**config.mk**
```make
export PLATFORM = sky130hd
export DESIGN_NAME = board_specific_top
export DESIGN_NICKNAME = d
export VERILOG_FILES = /design/src/board_pkg.sv /design/src/board_specific_top.sv /design/src/inmp441_mic_i2s_receiver.sv /design/src/lab_top.sv /design/src/seg7_scanner.sv /design/src/slow_clk_gen.sv /design/src/static_seg7_latch.sv
export VERILOG_INCLUDE_DIRS = /design/src /design/src/include
export SDC_FILE = /design/constraint.sdc
export NUM_CORES = 1
export LEC_CHECK = 0
export BUFFER_PORTS_ARGS = -buffer_cell sky130_fd_sc_hd__buf_2
export CORE_AREA = 5 5 135 137
export DETAILED_ROUTE_END_ITERATION = 16
export DIE_AREA = 0 0 140 142
export SLEW_MARGIN = 10
export SYNTH_ARGS = -nofsm -noshare
export SYNTH_HDL_FRONTEND = slang
export SYNTH_SLANG_ARGS = --single-unit
```
**constraint.sdc**
```tcl
create_clock -name clk -period 10.6 [get_ports clk]
set_input_delay 2.12 -clock clk [delete_from_list [all_inputs] [get_ports clk]]
set_output_delay 2.12 -clock clk [all_outputs]
set_load 0.1 [all_outputs]
```
**src/include/board_params.svh**
```systemverilog
`ifndef BOARD_PARAMS_SVH
`define BOARD_PARAMS_SVH

// ---------------------------------------------------------------------------
// Board resources
// ---------------------------------------------------------------------------

`define BOARD_W_KEY        4     // Push keys
`define BOARD_W_SW         10    // Slide switches, top one reserved
`define BOARD_W_DIGIT      4     // Static seven-segment digits
`define BOARD_W_LEDR       10    // Red LED row, top BOARD_W_DIGIT used as dp
`define BOARD_W_LEDG       8     // Green LED row

// ---------------------------------------------------------------------------
// INMP441 I2S frame timing
// ---------------------------------------------------------------------------

`define MIC_SCK_DIV        4     // clk cycles per half sck period
`define MIC_BITS_PER_SLOT  32    // sck periods per ws half-frame
`define MIC_SAMPLE_BITS    24    // Sample width delivered by the microphone

`endif

```
**src/board_pkg.sv**
```systemverilog
`include "board_params.svh"

package board_pkg;

    // -----------------------------------------------------------------------
    // Segment word
    // -----------------------------------------------------------------------

    typedef struct packed {
        logic a;                                  // Top bit of the abcdefgh bus
        logic b;
        logic c;
        logic d;
        logic e;
        logic f;
        logic g;
        logic dp;                                 // Bottom bit, aka h
    } seg_fields_t;

    typedef union packed {
        logic [7:0]  raw;                         // Scanner view
        seg_fields_t fields;                      // Latch view
    } seg_word_u;

    // One-hot digit strobe, bit 0 is the rightmost digit
    typedef logic [`BOARD_W_DIGIT-1:0] digit_sel_t;

    // Lab LEDs, the upper red LEDs stay free for dp
    typedef struct packed {
        logic [`BOARD_W_LEDR-`BOARD_W_DIGIT-1:0] ledr_low;
        logic [`BOARD_W_LEDG-1:0]                ledg;
    } led_bus_t;

    typedef logic signed [`MIC_SAMPLE_BITS-1:0] mic_sample_t;   // Two's complement PCM

endpackage

```
**src/board_specific_top.sv**
```systemverilog
`timescale 1ns/10ps
`include "board_params.svh"

module board_specific_top
    import board_pkg::*;
#(
    parameter tick_div = 25_000_000,                // Slow tick period in clk cycles
    parameter scan_div = 50_000                     // Digit scan period in clk cycles
)
(
    input  logic                     clk,
    input  logic                     rst,
    input  logic [`BOARD_W_KEY-1:0]  key,           // Active low
    input  logic [`BOARD_W_SW-1:0]   sw,
    input  logic                     mic_sd,
    output logic [`BOARD_W_LEDR-1:0] ledr,          // Top BOARD_W_DIGIT act as dp
    output logic [`BOARD_W_LEDG-1:0] ledg,
    output logic [6:0]               hex0,
    output logic [6:0]               hex1,
    output logic [6:0]               hex2,
    output logic [6:0]               hex3,
    output logic                     mic_sck,
    output logic                     mic_ws,
    output logic                     mic_lr
);

    localparam int w_lab_sw = `BOARD_W_SW - 1;      // Top switch reserved

    logic [`BOARD_W_KEY-1:0] lab_key;
    logic [w_lab_sw-1:0]     lab_sw;
    logic                    slow_tick;
    mic_sample_t             mic_value;
    led_bus_t                leds;
    seg_word_u               seg;
    digit_sel_t              digit;
    digit_sel_t              dp;

    assign lab_key = ~key;
    assign lab_sw  = sw[w_lab_sw-1:0];
    assign mic_lr  = 1'b0;                          // Left channel

    //------------------------------------------------------------------------

    slow_clk_gen #(.tick_div (tick_div)) slow_clk_gen_inst
    (
        .clk       (clk),
        .rst       (rst),
        .slow_tick (slow_tick)
    );

    lab_top #(.scan_div (scan_div)) lab_top_inst
    (
        .clk       (clk),
        .rst       (rst),
        .slow_tick (slow_tick),
        .key       (lab_key),
        .sw        (lab_sw),
        .mic       (mic_value),
        .leds      (leds),
        .seg       (seg),
        .digit     (digit)
    );

    inmp441_mic_i2s_receiver mic_inst
    (
        .clk   (clk),
        .rst   (rst),
        .sd    (mic_sd),
        .sck   (mic_sck),
        .ws    (mic_ws),
        .value (mic_value)
    );

    static_seg7_latch static_seg7_latch_inst
    (
        .clk   (clk),
        .rst   (rst),
        .seg   (seg),
        .digit (digit),
        .hex0  (hex0),
        .hex1  (hex1),
        .hex2  (hex2),
        .hex3  (hex3),
        .dp    (dp)
    );

    //------------------------------------------------------------------------

    assign ledr[`BOARD_W_LEDR-1 -: `BOARD_W_DIGIT]    = dp;   // No dp pins on the HEX
    assign ledr[`BOARD_W_LEDR-`BOARD_W_DIGIT-1:0]     = leds.ledr_low;
    assign ledg                                       = leds.ledg;

endmodule

```
**src/inmp441_mic_i2s_receiver.sv**
```systemverilog
`timescale 1ns/10ps
`include "board_params.svh"

module inmp441_mic_i2s_receiver
    import board_pkg::*;
(
    input  logic        clk,
    input  logic        rst,
    input  logic        sd,                         // Serial data from the mic
    output logic        sck,                        // Bit clock
    output logic        ws,                         // Low selects left slot
    output mic_sample_t value                       // Last left sample
);

    localparam int div_w = (`MIC_SCK_DIV > 1) ? $clog2(`MIC_SCK_DIV) : 1;
    localparam int bit_w = $clog2(2 * `MIC_BITS_PER_SLOT);     // Periods per frame

    logic [div_w-1:0]            div_cnt;           // clk cycles within half sck
    logic [bit_w-1:0]            bit_cnt;           // sck period within frame
    logic                        sck_edge;
    logic                        sck_rise;
    logic                        sck_fall;
    logic                        take_bit;
    logic                        last_bit;
    logic                        load_q;
    logic [`MIC_SAMPLE_BITS-1:0] shreg;             // Incoming bits, MSB first

    assign sck_edge = (div_cnt == div_w'(`MIC_SCK_DIV - 1));
    assign sck_rise = sck_edge & ~sck;
    assign sck_fall = sck_edge & sck;
    assign ws       = bit_cnt[bit_w-1];             // Moves only on falling sck

    // I2S puts the MSB one period after ws falls
    assign take_bit = sck_rise & ~ws
                    & (bit_cnt[bit_w-2:0] >= 1)
                    & (bit_cnt[bit_w-2:0] <= `MIC_SAMPLE_BITS);
    assign last_bit = take_bit & (bit_cnt[bit_w-2:0] == `MIC_SAMPLE_BITS);

    //------------------------------------------------------------------------

    always_ff @(posedge clk or posedge rst)
        if (rst)
        begin
            div_cnt <= '0;
            sck     <= 1'b0;
            bit_cnt <= '0;
            load_q  <= 1'b0;
            value   <= '0;
        end
        else
        begin
            div_cnt <= sck_edge ? '0 : div_cnt + 1'b1;
            if (sck_edge)
                sck <= ~sck;
            if (sck_fall)
                bit_cnt <= bit_cnt + 1'b1;          // Wraps every frame
            load_q <= last_bit;
            if (load_q)
                value <= mic_sample_t'(shreg);      // Hold until next frame
        end

    always_ff @(posedge clk)
        if (take_bit)
            shreg <= {shreg[`MIC_SAMPLE_BITS-2:0], sd};

    //------------------------------------------------------------------------

    a_ws_sck_low : assert property (@(posedge clk) disable iff (rst)
        $changed(ws) |-> !sck)
        else $error("ws changed while sck high");

endmodule

```
**src/lab_top.sv**
```systemverilog
`timescale 1ns/10ps
`include "board_params.svh"

module lab_top
    import board_pkg::*;
#(
    parameter scan_div = 50_000
)
(
    input  logic                    clk,
    input  logic                    rst,
    input  logic                    slow_tick,
    input  logic [`BOARD_W_KEY-1:0] key,            // Active high
    input  logic [`BOARD_W_SW-2:0]  sw,
    input  mic_sample_t             mic,
    output led_bus_t                leds,
    output seg_word_u               seg,
    output digit_sel_t              digit
);

    logic [1:0]                  key_s1;            // Synchronizer, keys 1 and 0
    logic [1:0]                  key_s2;
    logic [1:0]                  key_d;             // Previous synced level
    logic [1:0]                  key_rise;
    logic [`BOARD_W_DIGIT*4-1:0] count;             // Key press counter
    logic [`BOARD_W_DIGIT*4-1:0] show;              // Displayed word
    logic                        blink;

    assign key_rise = key_s2 & ~key_d;

    always_ff @(posedge clk or posedge rst)
        if (rst)
        begin
            key_s1 <= '0;
            key_s2 <= '0;
            key_d  <= '0;
            count  <= '0;
            blink  <= 1'b0;
        end
        else
        begin
            key_s1 <= key[1:0];
            key_s2 <= key_s1;
            key_d  <= key_s2;
            if (key_rise[1])
                count <= '0;                        // Key 1 clears
            else if (key_rise[0])
                count <= count + 1'b1;
            if (slow_tick)
                blink <= ~blink;
        end

    assign show = sw[0] ? mic[`MIC_SAMPLE_BITS-1 -: `BOARD_W_DIGIT*4] : count;

    assign leds.ledr_low = sw[5:0];
    assign leds.ledg     = {blink, count[6:0]};

    seg7_scanner #(.scan_div (scan_div)) seg7_scanner_inst
    (
        .clk     (clk),
        .rst     (rst),
        .nibbles (show),
        .dots    (sw[4:1]),                         // Decimal point mask
        .seg     (seg),
        .digit   (digit)
    );

endmodule

```
**src/seg7_scanner.sv**
```systemverilog
`timescale 1ns/10ps
`include "board_params.svh"

module seg7_scanner
    import board_pkg::*;
#(
    parameter scan_div = 50_000                     // clk cycles per digit
)
(
    input  logic                        clk,
    input  logic                        rst,
    input  logic [`BOARD_W_DIGIT*4-1:0] nibbles,    // Digit 0 in the low nibble
    input  digit_sel_t                  dots,       // Decimal point mask
    output seg_word_u                   seg,
    output digit_sel_t                  digit
);

    localparam int cnt_w = (scan_div > 1) ? $clog2(scan_div) : 1;

    logic [cnt_w-1:0] pre_cnt;                      // Scan prescaler
    logic [3:0]       nib;                          // Nibble of the active digit
    logic             dot;

    // Hex font in abcdefg order
    function automatic logic [6:0] hex_font(input logic [3:0] value);
        logic [6:0] pat;
        case (value)
            4'h0:    pat = 7'b1111110;
            4'h1:    pat = 7'b0110000;
            4'h2:    pat = 7'b1101101;
            4'h3:    pat = 7'b1111001;
            4'h4:    pat = 7'b0110011;
            4'h5:    pat = 7'b1011011;
            4'h6:    pat = 7'b1011111;
            4'h7:    pat = 7'b1110000;
            4'h8:    pat = 7'b1111111;
            4'h9:    pat = 7'b1111011;
            4'ha:    pat = 7'b1110111;
            4'hb:    pat = 7'b0011111;              // Lower case b
            4'hc:    pat = 7'b1001110;
            4'hd:    pat = 7'b0111101;              // Lower case d
            4'he:    pat = 7'b1001111;
            default: pat = 7'b1000111;              // F
        endcase
        return pat;
    endfunction

    always_ff @(posedge clk or posedge rst)
        if (rst)
        begin
            pre_cnt <= '0;
            digit   <= digit_sel_t'(1);             // Digit 0 first
        end
        else if (pre_cnt == cnt_w'(scan_div - 1))
        begin
            pre_cnt <= '0;
            digit   <= {digit[`BOARD_W_DIGIT-2:0], digit[`BOARD_W_DIGIT-1]};
        end
        else
            pre_cnt <= pre_cnt + 1'b1;

    always_comb
    begin
        nib = '0;
        for (int i = 0; i < `BOARD_W_DIGIT; i++)
            if (digit[i])
                nib = nibbles[i*4 +: 4];            // One-hot mux
    end

    assign dot     = |(dots & digit);
    assign seg.raw = {hex_font(nib), dot};          // h is the dot

    a_digit_onehot : assert property (@(posedge clk) disable iff (rst)
        $onehot(digit))
        else $error("digit strobe not one-hot");

endmodule

```
**src/slow_clk_gen.sv**
```systemverilog
`timescale 1ns/10ps

module slow_clk_gen
#(
    parameter tick_div = 25_000_000                 // clk cycles per tick
)
(
    input  logic clk,
    input  logic rst,
    output logic slow_tick                          // One cycle strobe
);

    localparam int cnt_w = (tick_div > 1) ? $clog2(tick_div) : 1;

    logic [cnt_w-1:0] cnt;                          // Down-counter

    always_ff @(posedge clk or posedge rst)
        if (rst)
        begin
            cnt       <= cnt_w'(tick_div - 1);
            slow_tick <= 1'b0;
        end
        else if (cnt == '0)
        begin
            cnt       <= cnt_w'(tick_div - 1);      // Reload
            slow_tick <= 1'b1;
        end
        else
        begin
            cnt       <= cnt - 1'b1;
            slow_tick <= 1'b0;
        end

    // Strobe is a single cycle wide so that users can treat it as an enable
    a_tick_single : assert property (@(posedge clk) disable iff (rst)
        slow_tick |=> !slow_tick)
        else $error("slow_tick high for two cycles");

endmodule

```
**src/static_seg7_latch.sv**
```systemverilog
`timescale 1ns/10ps
`include "board_params.svh"

module static_seg7_latch
    import board_pkg::*;
(
    input  logic       clk,
    input  logic       rst,
    input  seg_word_u  seg,                         // Scanned segment bus
    input  digit_sel_t digit,
    output logic [6:0] hex0,                        // Active low, gfedcba
    output logic [6:0] hex1,
    output logic [6:0] hex2,
    output logic [6:0] hex3,
    output digit_sel_t dp                           // Active high
);

    logic [6:0] hex_q [`BOARD_W_DIGIT];             // Sticky per-digit patterns
    logic [6:0] hex_new;

    // Static digits want g in the top bit and a low level to light
    assign hex_new = ~{seg.fields.g, seg.fields.f, seg.fields.e, seg.fields.d,
                       seg.fields.c, seg.fields.b, seg.fields.a};

    //------------------------------------------------------------------------
    // Each digit holds its last pattern between strobes, keeping full brightness

    always_ff @(posedge clk or posedge rst)
        if (rst)
        begin
            hex_q <= '{default: '1};                // Blank
            dp    <= '0;
        end
        else
        begin
            for (int i = 0; i < `BOARD_W_DIGIT; i++)
                if (digit[i])
                begin
                    hex_q[i] <= hex_new;
                    dp[i]    <= seg.fields.dp;
                end
        end

    //------------------------------------------------------------------------

    assign hex0 = hex_q[0];
    assign hex1 = hex_q[1];
    assign hex2 = hex_q[2];
    assign hex3 = hex_q[3];

endmodule

```
[Word level (Yosys, flattened, before mapping)]
Memories as Yosys holds them, arrays and structs flattened.
Cells that the tools add are included.
Widths: inputs -> output; s select.
Cells by class
  add/sub/neg operators: 5
  magnitude comparators: 2
  equality and inequality tests: 3
  muxes and demuxes: 11
  bitwise logic cells: 14
  reduce and logical (&&, ||, !) cells: 3
Operator list (count)
  $mux 16: 4
  $add 16x1->16 const B: 2
  $logic_not 25->1: 1
  $mux 25: 1
  $sub 25x1->25 const B: 1
  $eq 16x16->1 const B: 1
  $mux 4: 4
  $not 7->7: 1
  $add 6x1->6 const B: 1
  $and 1x1->1: 6
  $eq 5x5->1 const B: 1
  $ge 5x1->1 const B: 1
  $le 5x5->1 const B: 1
  $and 4x4->4: 1
  $not 2->2: 2
  $reduce_or 4->1: 1
  $not 1->1: 3
  $add 2x1->2 const B: 1
  $and 2x2->2: 1
  $eq 2x2->1 const B: 1
  $mux 2: 1
  $reduce_bool 2->1: 1
  $mux 1: 1
Storage, ports and cells
  register bits after elaboration: 159
  ROM bits: 112
  input bits: 17
  output and inout bits: 49
  logic and storage cells: 62
  memories: 1
Memories
  (name not given): words 16, width 7, read ports 1, clocked after memory_dff 0, write ports 0, RTL line seg7_scanner.sv:27  | case (value)

[Longest topological paths before layout]
An unclocked memory read counts as a cell.
  depth after elaboration: 7
  gate-level depth with buffers: 11
  mapped depth without buffers: 9

[Hierarchy]
Synthesis repeated with hierarchy kept, for this count alone.
Second synthesis, totals
  cells, all modules: 612
  area total of the unflattened synthesis: 7300.8 µm²
Modules (own cells, without submodules)
  inmp441_mic_i2s_receiver: instances 1, cells each 115, area an instance 2099.5 µm²
  seg7_scanner: instances 1, cells each 143, area an instance 1370.1 µm²
  lab_top: instances 1, cells each 131, area an instance 1312.5 µm²
  slow_clk_gen: instances 1, cells each 120, area an instance 1267.5 µm²
  static_seg7_latch: instances 1, cells each 97, area an instance 1224.9 µm²
  board_specific_top: instances 1, cells each 6, area an instance 26.3 µm²

[Least setup slack after synthesis]
No wires, ideal clock.
  kind: input port to flip-flop
  start: input port sw[0]
  end: register static_seg7_latch_inst.hex_q (netlist bit static_seg7_latch_inst.hex0[3])
  arrival: 4.558 ns
  path slack: 5.960 ns
  stages: 11
  path buffers: 2
  path through: buf_4 > buf_4 > mux2_2 > a221o_1 > a22oi_1 > inv_1 > ha_1 > and3_1 > a211oi_1 > a32oi_1 > mux2_2
On the way
  word-level cells in the longest chain between the ends: 7
Ends and longest elaborated chain
  from (decl): RTL line board_specific_top.sv:14  | input logic [`BOARD_W_SW-1:0] sw,
  $mux 16 *: RTL line lab_top.sv:53  | assign show = sw[0] ? mic[`MIC_SAMPLE_BITS-1 -: `BOARD_W_DIGIT*4] : count;
  $mux 4 (3 in series): RTL line seg7_scanner.sv:66  | if (digit[i])
  $mux 4 *: RTL line seg7_scanner.sv:66
  $mem_v2 16x7 *
  $not 7->7 *: RTL line static_seg7_latch.sv:22  | assign hex_new = ~{seg.fields.g, seg.fields.f, seg.fields.e, seg.fields.d,
  to (signal, indexed assignment): RTL line static_seg7_latch.sv:39  | hex_q[i] <= hex_new;
  to (decl): RTL line static_seg7_latch.sv:18  | logic [6:0] hex_q [`BOARD_W_DIGIT];
Mark *: on every way between the ends. The rest lies on a longest branch, timed or not.
A chain may end at the register's enable or synchronous reset.

[Worst setup path after layout]
  start: input port sw[0]
  end: output port ledr[0]
RTL lines
  to (decl): RTL line board_specific_top.sv:16  | output logic [`BOARD_W_LEDR-1:0] ledr,
No word-level cell between the ends.

==> impl_metrics.env <==
export IMPL_status="finished, final reports clean"
export IMPL_cp_start_kind="input port"
export IMPL_netlist_area_leader_share=0.305
export IMPL_drc=0
export IMPL_fin_tns_setup_ps=0
export IMPL_cellPowerDensity_nw_per_um2=160
export IMPL_crit_arrival_ps=2960
export IMPL_firstDrtPassIters=4
export IMPL_pwr_share_seq=0.490
export IMPL_gr_total_overflow=0
export IMPL_synth_edf_count=24
export IMPL_grtUsageTotal=0.127
export IMPL_ctsRootBufferMaster="clkbuf_16"
export IMPL_clkSlewWorstSetupHoldPaths_ps=60
export IMPL_ioPinCount=66
export IMPL_ant_nets=0
export IMPL_io_buffers=56
export IMPL_ys_flop_type="dfrtp_1"
export IMPL_hold_viol_final=0
export IMPL_ys_seq_area_frac=0.595
export IMPL_grt_pass1_wl_mm=20.4
export IMPL_yosys_top_cells_count="dfrtp_1, nor2_1, dfstp_2"
export IMPL_placedCellCount=801
export IMPL_die_h_um=142
export IMPL_hp_class="flop to flop"
export IMPL_clock_sinks=151
export IMPL_core_area_um2=16900
export IMPL_nFillCells=1579
export IMPL_worst_pin_slew_ps=1170
export IMPL_cap_violations=0
export IMPL_avgSynthCellArea_um2=12.0
export IMPL_rsz0062_at_grt="no"
export IMPL_netlist_top_cell_by_area="dfrtp_1"
export IMPL_tritoncts="yes"
export IMPL_cts_made_buffers=17
export IMPL_cp_data_required_time_ps=8480
export IMPL_diodes=0
export IMPL_period_share=0.479
export IMPL_cts_resized=0
export IMPL_cts_hold_fix_buffers=0
export IMPL_ys_ff_latch=151
export IMPL_via_count=4069
export IMPL_synth_area_leaders="dfrtp_1, dfstp_2, edfxtp_1, mux2_2, xor2_1"
export IMPL_synth_async_sr_flop_share=0.841
export IMPL_vias_per_cell=4.88
export IMPL_clk_path_buf_depth=2
export IMPL_syn_inst=554
export IMPL_peakVddDrop_mv=0.0777
export IMPL_nNetsFinal=625
export IMPL_power_leakage_nw=3.31
export IMPL_drv_slew=0
export IMPL_antenna_found_initial=0
export IMPL_grt_max_degree=75
export IMPL_synthDistinctLibCells=50
export IMPL_path_class="input port to output port"
export IMPL_crit_fanout=17
export IMPL_critPathMaxStageDelay_ps=500
export IMPL_core_rowCount=48
export IMPL_relSlewSlack=0.221
export IMPL_routedWlPerCell_um=14.2
export IMPL_grt_pass1_vias=4241
export IMPL_internal_power_uw=910
export IMPL_die_area_um2=19900
export IMPL_dp_hpwl_mm=8.02
export IMPL_p_clk_frac=0.468
export IMPL_endpoint_kind="output port"
export IMPL_ys_warn_count=0
export IMPL_yosysMostFrequentCell="dfrtp_1"
export IMPL_clk_latency_ps=420
export IMPL_chipWidth_um=140
export IMPL_crit_buf_inv=2
export IMPL_comb_power_share=0.042
export IMPL_cp_top_family="buffers and inverters"
export IMPL_final_setup_skew_ps=8.16
export IMPL_gp_congestion=0.771
export IMPL_max_freq_mhz=197
export IMPL_cp_slowest_cell="buf_2"
export IMPL_period_needed_ps=5080
export IMPL_htree_num_levels=4
export IMPL_switching_share=0.251
export IMPL_wl_mm=11.9
export IMPL_syn2layout_area_growth_pct=14.0
export IMPL_start_util=0.392
export IMPL_drive_gt1_frac=0.309
export IMPL_drt_initial_drc_count=255
export IMPL_p_switching_uw=305
export IMPL_crit_path_frequent_cell="buf_2"
export IMPL_cts_setup_buffers=0
export IMPL_crit_chain="buf_2, buf_2"
export IMPL_setup_violations=0
export IMPL_stdcell_count=833
export IMPL_synth_area_um2=6640
export IMPL_synth_nets=584
final timing paths:
kind	slack [ps]	cells past startpoint	from	endpoint
worst max-delay path	5520	2	sw[0]	ledr[0]
worst min-delay path	350	0	lab_top_inst.key_s1[1]	lab_top_inst.key_s2[1]
worst max register to register	7130	9	lab_top_inst.seg7_scanner_inst.digit[1]	static_seg7_latch_inst.hex2[3]
worst min register to register	350	0	lab_top_inst.key_s1[1]	lab_top_inst.key_s2[1]
max in group asynchronous	7450	3	rst	mic_inst.bit_cnt[5]
min in group asynchronous	1880	2	rst	slow_clk_gen_inst.cnt[7]
through the flow:
stage / util / instance area, µm² / hold slack (ps) / worst slack (ps) / power [mW]
after floorplan: - / 6640 / 331 / 5170 / 0.654
after global placement: 0.414 / 7020 / 337 / 5490 / 0.657
after detailed placement: 0.414 / 7020 / 339 / 5410 / 0.658
after CTS: 0.447 / 7580 / 354 / 5520 / 1.23
after global routing: 0.447 / 7580 / 360 / 5480 / 1.26
final: 0.447 / 7580 / 351 / 5520 / 1.21
per-layer routing:
| layer | part of all wire | routed length, µm | global-route usage | vias to the layer above |
|---|---|---|---|---|
| met3 | 0.036 | 427 | 0.0336 | 16 |
| met5 | 0 | 0 | 0 | - |
| met4 | 0.017 | 199 | 0.0592 | 0 |
| met1 | 0.46 | 5480 | 0.156 | 2020 |
| met2 | 0.49 | 5760 | 0.210 | 65 |
| li1 | - | - | - | 1968 |
cell type report:
type | instances | area [µm²] | area share
clock buffer | 17 | 425 | 0.0562
clock inverter | 15 | 133 | 0.0175
inverter | 12 | 60.1 | 0.00793
multi-input combinational | 355 | 2420 | 0.320
sequential | 151 | 3960 | 0.522
tap | 225 | 282 | 0.0372
timing repair buffer | 58 | 295 | 0.0390
cells by family after synthesis:
kind of cell / synth area share
other cells: 0.000564
buf+inv: 0.0403
compound gates: 0.0501
fa+ha+maj: 0.0245
mux: 0.0817
xor+xnor: 0.0712
flops: 0.595
simple gates: 0.136
power by group through the flow:
stage	Sequential, mW	Clock (mW)	Combinational, mW
floorplan	0.605	0	0.0489
global placement	0.606	0	0.0510
detailed placement	0.606	0	0.0518
CTS	0.595	0.585	0.0520
global route	0.596	0.613	0.0546
finish	0.595	0.569	0.0506
flip-flops by register name, indices dropped and copies added (netlist names), 2 cells and up:
signal,count
lab_top_inst.count,16
lab_top_inst.key_d,2
lab_top_inst.key_s1,2
lab_top_inst.key_s2,2
lab_top_inst.seg7_scanner_inst.digit,4
lab_top_inst.seg7_scanner_inst.pre_cnt,16
mic_inst.bit_cnt,6
mic_inst.div_cnt,2
mic_inst.shreg,24
mic_inst.value,16
slow_clk_gen_inst.cnt,25
static_seg7_latch_inst.dp,4
static_seg7_latch_inst.hex0,7
static_seg7_latch_inst.hex1,7
static_seg7_latch_inst.hex2,7
static_seg7_latch_inst.hex3,7
cell usage in the layout, fill, tap and decap left out, types with 3 or more instances in the layout:
master     Yosys  layout
nand3_1       15      15
a21oi_1       35      35
mux2_2        41      41
buf_2          3      56
or3_1          3       3
a22oi_1        3       3
or4_4          3       3
nor3_1        15      14
inv_6          0       6
inv_1         11      10
nand2_1       35      35
and3_1        13      13
xor2_1        31      31
nor4b_1        3       3
dfrtp_1       81      81
edfxtp_1      24      24
a22o_1         4       4
ha_1          13      13
xnor2_1       23      23
inv_4          0       3
nor2_1        71      71
inv_8          0       3
dfstp_2       46      46
nor2b_1        7       7
clkbuf_16      0      17
clkinv_4       0       3
mux2i_1        7       7
nand4_1        4       4
a221o_1        3       3
o21ai_0        3       3
worst reg2reg max path, stage by stage, from the launching register on:
cell	delay (ps)
dfrtp_1	840
nor2b_1	240
a221o_1	370
a22oi_1	530
inv_1	140
ha_1	310
and3_1	170
a211oi_1	270
a32oi_1	200
mux2_2	330
(Power assumes the default switching activity.)
